==> src/common/mdr_config.svh <==
`ifndef MDR_CONFIG_SVH
`define MDR_CONFIG_SVH

// Operand word width, 4 to 16 bits
`define MDR_WIDTH 8

// Product is twice the operand width
`define MDR_PROD_WIDTH (2 * `MDR_WIDTH)

// Step counter must hold MDR_WIDTH itself
`define MDR_CNT_WIDTH ($clog2(`MDR_WIDTH + 1))

`endif

==> src/common/mdr_pkg.sv <==
`include "mdr_config.svh"

package mdr_pkg;

	//////////////////////////////
	// Control FSM
	//////////////////////////////

	typedef enum logic [2:0] {
		IDLE,
		CLEAN,
		WAIT_X,
		WAIT_Y,
		VERIFICATION,
		INIT,
		CALCULATION,
		READY
	} state_t;

	// One bit per datapath action, decoded from the state
	typedef struct packed {
		logic clean;
		logic load_x;
		logic load_y;
		logic veri;
		logic init;
		logic error;  // Only in VERIFICATION with a bad operand
		logic enable; // One Booth step
		logic ready;
	} ctrl_t;

	//////////////////////////////
	// Datapath payloads
	//////////////////////////////

	typedef struct packed {
		logic signed [`MDR_WIDTH-1:0] x; // Multiplicand
		logic signed [`MDR_WIDTH-1:0] y; // Multiplier
	} operands_t;

	typedef logic signed [`MDR_PROD_WIDTH-1:0] product_t;

endpackage

==> src/booth/booth_datapath.sv <==
`timescale 1ns/1ps

`include "mdr_config.svh"

module booth_datapath (
	input  logic                clk,
	input  logic                rst,
	input  mdr_pkg::ctrl_t      i_ctrl,
	input  mdr_pkg::operands_t  i_operands,
	output mdr_pkg::product_t   o_product,
	output logic                o_last
);

	localparam int W  = `MDR_WIDTH;
	localparam int CW = `MDR_CNT_WIDTH;

	localparam logic [CW-1:0] STEPS    = CW'(W);
	localparam logic [CW-1:0] LAST_CNT = CW'(1);

	// Upper half, lower half, appended Booth bit
	logic signed [2*W:0]   r_acc;
	logic [CW-1:0]         r_cnt;
	logic signed [W-1:0]   upper;
	logic signed [W-1:0]   upper_sum;

	assign upper = r_acc[2*W:W+1];

	//////////////////////////////
	// Booth recoding
	//////////////////////////////

	always_comb begin
		case (r_acc[1:0])
			2'b01:   upper_sum = upper + i_operands.x; // End of a run of ones
			2'b10:   upper_sum = upper - i_operands.x; // Start of a run
			default: upper_sum = upper;
		endcase
	end

	//////////////////////////////
	// Accumulator and counter
	//////////////////////////////

	always_ff @(posedge clk, negedge rst) begin
		if (!rst) begin
			r_acc <= '0;
		end else if (i_ctrl.clean) begin
			r_acc <= '0;
		end else if (i_ctrl.init) begin
			r_acc <= {{W{1'b0}}, i_operands.y, 1'b0};
		end else if (i_ctrl.enable) begin
			// Arithmetic shift right of {upper_sum, lower, appended bit}
			r_acc <= {upper_sum[W-1], upper_sum, r_acc[W:1]};
		end
	end

	always_ff @(posedge clk, negedge rst) begin
		if (!rst) begin
			r_cnt <= '0;
		end else if (i_ctrl.clean) begin
			r_cnt <= '0;
		end else if (i_ctrl.init) begin
			r_cnt <= STEPS;
		end else if (i_ctrl.enable) begin
			r_cnt <= r_cnt - 1'b1;
		end
	end

	assign o_last    = i_ctrl.enable && (r_cnt == LAST_CNT);
	assign o_product = r_acc[2*W:1]; // Drop the appended bit

endmodule

==> src/control/mdr_control.sv <==
`timescale 1ns/1ps

module mdr_control (
	input  logic            clk,
	input  logic            rst,
	input  logic            i_start, // Active low
	input  logic            i_load,  // Active low
	input  logic            i_error,
	input  logic            i_last,
	output mdr_pkg::ctrl_t  o_ctrl,
	output logic            o_ready,
	output logic            o_error
);

	mdr_pkg::state_t r_state;

	//////////////////////////////
	// State register
	//////////////////////////////

	always_ff @(posedge clk, negedge rst) begin : state_machine
		if (!rst) begin
			r_state <= mdr_pkg::IDLE;
		end else begin
			case (r_state)
				mdr_pkg::IDLE: begin
					if (!i_start)
						r_state <= mdr_pkg::CLEAN;
				end

				mdr_pkg::CLEAN:
					r_state <= mdr_pkg::WAIT_X;

				mdr_pkg::WAIT_X: begin
					if (!i_load)
						r_state <= mdr_pkg::WAIT_Y;
				end

				mdr_pkg::WAIT_Y: begin
					if (!i_load)
						r_state <= mdr_pkg::VERIFICATION;
				end

				// Bad operand aborts the run
				mdr_pkg::VERIFICATION: begin
					if (i_error)
						r_state <= mdr_pkg::IDLE;
					else
						r_state <= mdr_pkg::INIT;
				end

				mdr_pkg::INIT:
					r_state <= mdr_pkg::CALCULATION;

				mdr_pkg::CALCULATION: begin
					if (i_last)
						r_state <= mdr_pkg::READY;
				end

				mdr_pkg::READY:
					r_state <= mdr_pkg::IDLE;

				default:
					r_state <= mdr_pkg::IDLE;
			endcase
		end
	end : state_machine

	//////////////////////////////
	// Output decode
	//////////////////////////////

	always_comb begin : outputs
		o_ctrl = '0;
		case (r_state)
			mdr_pkg::CLEAN:
				o_ctrl.clean = 1'b1;
			mdr_pkg::WAIT_X:
				o_ctrl.load_x = 1'b1;   // X follows i_data while waiting
			mdr_pkg::WAIT_Y:
				o_ctrl.load_y = 1'b1;
			mdr_pkg::VERIFICATION: begin
				o_ctrl.veri  = 1'b1;
				o_ctrl.error = i_error; // Mealy exception
			end
			mdr_pkg::INIT:
				o_ctrl.init = 1'b1;
			mdr_pkg::CALCULATION:
				o_ctrl.enable = 1'b1;
			mdr_pkg::READY:
				o_ctrl.ready = 1'b1;
			default:
				o_ctrl = '0;
		endcase
	end : outputs

	assign o_ready = o_ctrl.ready;
	assign o_error = o_ctrl.error;

endmodule

==> src/hw/mdr_operand_regs.sv <==
`timescale 1ns/1ps

`include "mdr_config.svh"

module mdr_operand_regs (
	input  logic                          clk,
	input  logic                          rst,
	input  mdr_pkg::ctrl_t                i_ctrl,
	input  logic signed [`MDR_WIDTH-1:0]  i_data,
	output mdr_pkg::operands_t            o_operands,
	output logic                          o_error
);

	localparam int W = `MDR_WIDTH;

	// Booth overflows on this one value
	localparam logic signed [W-1:0] MOST_NEG = {1'b1, {(W-1){1'b0}}};

	mdr_pkg::operands_t r_ops;

	//////////////////////////////
	// Operand capture
	//////////////////////////////

	always_ff @(posedge clk, negedge rst) begin
		if (!rst) begin
			r_ops <= '0;
		end else if (i_ctrl.clean) begin
			r_ops <= '0;
		end else begin
			if (i_ctrl.load_x)
				r_ops.x <= i_data; // Last value before the strobe stays
			if (i_ctrl.load_y)
				r_ops.y <= i_data;
		end
	end

	//////////////////////////////
	// Verification
	//////////////////////////////

	always_comb begin
		o_error = 1'b0;
		if (r_ops.x == MOST_NEG)
			o_error = 1'b1;
		if (r_ops.y == MOST_NEG)
			o_error = 1'b1;
	end

	assign o_operands = r_ops;

endmodule

==> src/hw/mdr_top.sv <==
`timescale 1ns/1ps

`include "mdr_config.svh"

module mdr_top (
	input  logic                          clk,
	input  logic                          rst,
	input  logic                          i_start, // Active low
	input  logic                          i_load,  // Active low
	input  logic signed [`MDR_WIDTH-1:0]  i_data,
	output mdr_pkg::product_t             o_product,
	output logic                          o_ready,
	output logic                          o_error
);

	mdr_pkg::ctrl_t      ctrl;
	mdr_pkg::operands_t  operands;
	logic                op_error; // Bad operand seen by the FSM
	logic                last;

	mdr_control u_control (
		.clk      (clk),
		.rst      (rst),
		.i_start  (i_start),
		.i_load   (i_load),
		.i_error  (op_error),
		.i_last   (last),
		.o_ctrl   (ctrl),
		.o_ready  (o_ready),
		.o_error  (o_error)
	);

	mdr_operand_regs u_operand_regs (
		.clk         (clk),
		.rst         (rst),
		.i_ctrl      (ctrl),
		.i_data      (i_data),
		.o_operands  (operands),
		.o_error     (op_error)
	);

	booth_datapath u_booth (
		.clk         (clk),
		.rst         (rst),
		.i_ctrl      (ctrl),
		.i_operands  (operands),
		.o_product   (o_product),
		.o_last      (last)
	);

endmodule

==> config.mk <==
export PLATFORM = sky130hd
export DESIGN_NAME = mdr_top
export DESIGN_NICKNAME = d
export VERILOG_FILES = /design/src/common/mdr_pkg.sv /design/src/booth/booth_datapath.sv /design/src/control/mdr_control.sv /design/src/hw/mdr_operand_regs.sv /design/src/hw/mdr_top.sv
export VERILOG_INCLUDE_DIRS = /design/src /design/src/common
export SDC_FILE = /design/constraint.sdc
export NUM_CORES = 1
export LEC_CHECK = 0
export ABC_AREA = 1
export BUFFER_PORTS_ARGS = -buffer_cell sky130_fd_sc_hd__buf_2
export CAP_MARGIN = 40
export CORE_MARGIN = 2
export CORE_UTILIZATION = 40
export DETAILED_ROUTE_END_ITERATION = 12
export PLACE_DENSITY = 0.67
export REMOVE_ABC_BUFFERS = 1
export SLEW_MARGIN = 30
export SYNTH_ARGS = -nofsm -noshare
export SYNTH_HDL_FRONTEND = slang
export SYNTH_SLANG_ARGS = --single-unit
==> constraint.sdc <==
create_clock -name clk -period 5.1 [get_ports clk]
set_input_delay 0.51 -clock clk [delete_from_list [all_inputs] [get_ports clk]]
set_output_delay 0.51 -clock clk [all_outputs]
set_load 0.02 [all_outputs]
==> metrics <==
Total Wirelength 5270 µm; post-synthesis sequential area ratio 38.1%; post-CTS setup buffer count 0; Worst setup EP type flip-flop; initial core utilization 40.8%; # diodes 0; Flop pwr share 26.7%; max cap viols 0; crit path max fanout 7; Skew-Pair Late Insertion Delay 300 ps; gr ovfl total 0; Critical Path AT 2480 ps; EDFF count, synth 0; # rows 29; Die Ht 84.0 µm; clock skew 8.52 ps; CTS tree built; Die Wd 84.0 µm; PostCTS Resize Cnt 0; top-area cell type share of the netlist area 38.1%; Worst-path clk slew 90 ps; DIE AREA 7060 µm²; clock sinks 39; Synth area leader dfrtp_1; port buffer count 29; Num CTS Buffers 5; max frequency 0.438 GHz; Max VDD drop 0.323 mV; worst path required time 5290 ps; dpl ws 2830 ps; Netlist cell types 33; setup slack after layout 2820 ps; first-pass GRT wire length 9230 µm; Int Power 0.971 mW; Vias 2080; final period utilization 44.8%; Setup TNS 0 ps; sw power 1.04 mW; Power Density 727 nW/µm²; Post-synth ARST share 100%; # DRC 0; wire length per cell 12.6 µm; status finished, final reports clean; dpl cells 412; Worst-Margin Slew 612 ps; critical setup path kind reg -> reg; Ports 30; Synth Cell Area 2560 µm²; Syn-to-layout area delta 7.96%; LEAKAGE 1.46 nW; Clk pwr share 11.0%; drt via density 4.95; layout cells sized above 1 19.2%; worst rel slew slack 59.2%; Final setup viols 0; Placer Congestion 0.924; Comb power frac 62.3%; DR pass1 iterations 4; Total Power 2.01 mW; largest net degree at the start of global routing 22; register bit count reported by yosys 39; Clock Path Buffers 2; Startpoint Class flip-flop; Finished Layout Cells 420; fin crit period 2280 ps; RSZ-0062 raised after global routing false; # hold bufs at CTS 0; r2r setup slk 2820 ps; RR Endpoint u_booth.r_acc[15]$_DFFE_PN0P_; FF-to-FF path depth 16; synth warn 0; Syn Inst Count 326; CTS Root Cell clkbuf_8; Nets 366; initial drt markers 101; H-Tree Level Count 2; top cells by area, synth dfrtp_1 (38%), nand2_1 (9.5%), inv_1 (8.8%), ha_1 (5.4%), buf_4 (4.7%); vias in the first global route 1924; commonest cells in the netlist nand2_1 (65), inv_1 (60), dfrtp_1 (39); syn avg cell area 7.86 µm²; initial antenna violation count 0; overall routing resource usage 16.2%; Final Max Slew Viols 0; hold crit path type in -> async; Main synth FF type dfrtp_1; sw frac 51.7%; hpwl dp 4040 µm; count leader, synth nand2_1; reg2reg start u_booth.r_acc[0]$_DFFE_PN0P_; antenna-violating nets left 0; final hold violations 0; Core ar. 6280 µm²
## critical path, cell delays in order (launching register included)
cell	delay [ps]
dfrtp_1	370
inv_1	70
ha_1	260
inv_1	110
nand2_1	140
o21ai_0	130
xor2_1	140
inv_1	60
ha_1	340
nand2_1	100
inv_1	40
a21oi_1	130
nand2_1	80
inv_1	50
nand2_1	50
nand3_1	60
nand2_1	50
## area by class of cell
type | instances | area [µm²]
flip-flops and latches | 39 | 976
repair buffers | 30 | 173
well taps | 77 | 96.3
multi-input cells | 201 | 1180
fillers | 629 | 3510
clock buffers | 5 | 68.8
clock inverters | 3 | 23.8
inverters | 65 | 246
## how the worst max path moves through the flow
stage,startpoint,end,slack (ps),depth (start not counted)
6_report,u_booth.r_acc[0]$_DFFE_PN0P_,u_booth.r_acc[15]$_DFFE_PN0P_,2820,16
2_1_floorplan,u_booth.r_acc[1]$_DFFE_PN0P_,u_booth.r_acc[15]$_DFFE_PN0P_,2950,15
4_1_cts,u_booth.r_acc[1]$_DFFE_PN0P_,u_booth.r_acc[15]$_DFFE_PN0P_,2820,15
3_3_place_gp,u_booth.r_acc[0]$_DFFE_PN0P_,u_booth.r_acc[12]$_DFFE_PN0P_,2890,14
3_5_place_dp,u_booth.r_acc[1]$_DFFE_PN0P_,u_booth.r_acc[15]$_DFFE_PN0P_,2830,15
5_1_grt,u_booth.r_acc[0]$_DFFE_PN0P_,u_booth.r_acc[15]$_DFFE_PN0P_,2510,16
## sequential cells by signal (all words and copies together), names as in the netlist
signal                     flops
u_operand_regs.o_operands     16
u_booth.r_acc                 16
u_control.r_state              3
u_booth.r_cnt                  4
## kinds of logic after synthesis
logic type,Yosys count,share of synthesized area [%]
adders and majority gates,12,6.15
AOI/OAI and AO/OA,60,16.4
xor gates and xnor gates,9,3.08
buffers and inverters,86,15.8
and+or+nand+nor,120,20.6
DFF,39,38.1
## power by group through the flow
stage	Combinational, mW	Clock [mW]	Sequential (mW)
6_report	1.25	0.222	0.537
5_1_grt	1.43	0.241	0.558
4_1_cts	1.25	0.230	0.538
3_5_place_dp	1.25	0	0.543
3_3_place_gp	1.23	0	0.539
2_1_floorplan	0.932	0	0.577
## cell usage in the layout (no fill, tap or decap), drive strengths merged, types with 2 or more instances in the layout
master	synthesis	routed
nand3	16	16
clkbuf	0	5
xor2	8	8
dfrtp	39	39
inv	65	66
nor3	2	2
a21oi	6	6
clkinvlp	0	2
o21ai	25	25
ha	11	11
nor2	30	30
o32ai	6	6
o22ai	17	17
buf	21	30
nand2	70	70
a22oi	2	2
## routing by layer
layer | vias to the layer above | track usage [%] | part of all wire (%)
met5 | - | 0 | 0
li1 | 1062 | - | -
met2 | 35 | 25.0 | 46
met4 | 0 | 5.13 | 1.4
met1 | 976 | 22.8 | 49
met3 | 7 | 3.07 | 3.2
## through the flow
step | hold slack (ps) | utilization, % | cell area (µm²)
finish | 185 | 44.1 | 2770
CTS | 207 | 44.1 | 2770
floorplan | 214 | - | 2400
global placement | 507 | 42.2 | 2650
detailed placement | 512 | 42.6 | 2670
global route | 226 | 44.1 | 2770
No activity file was read; power rests on OpenSTA's default activity.
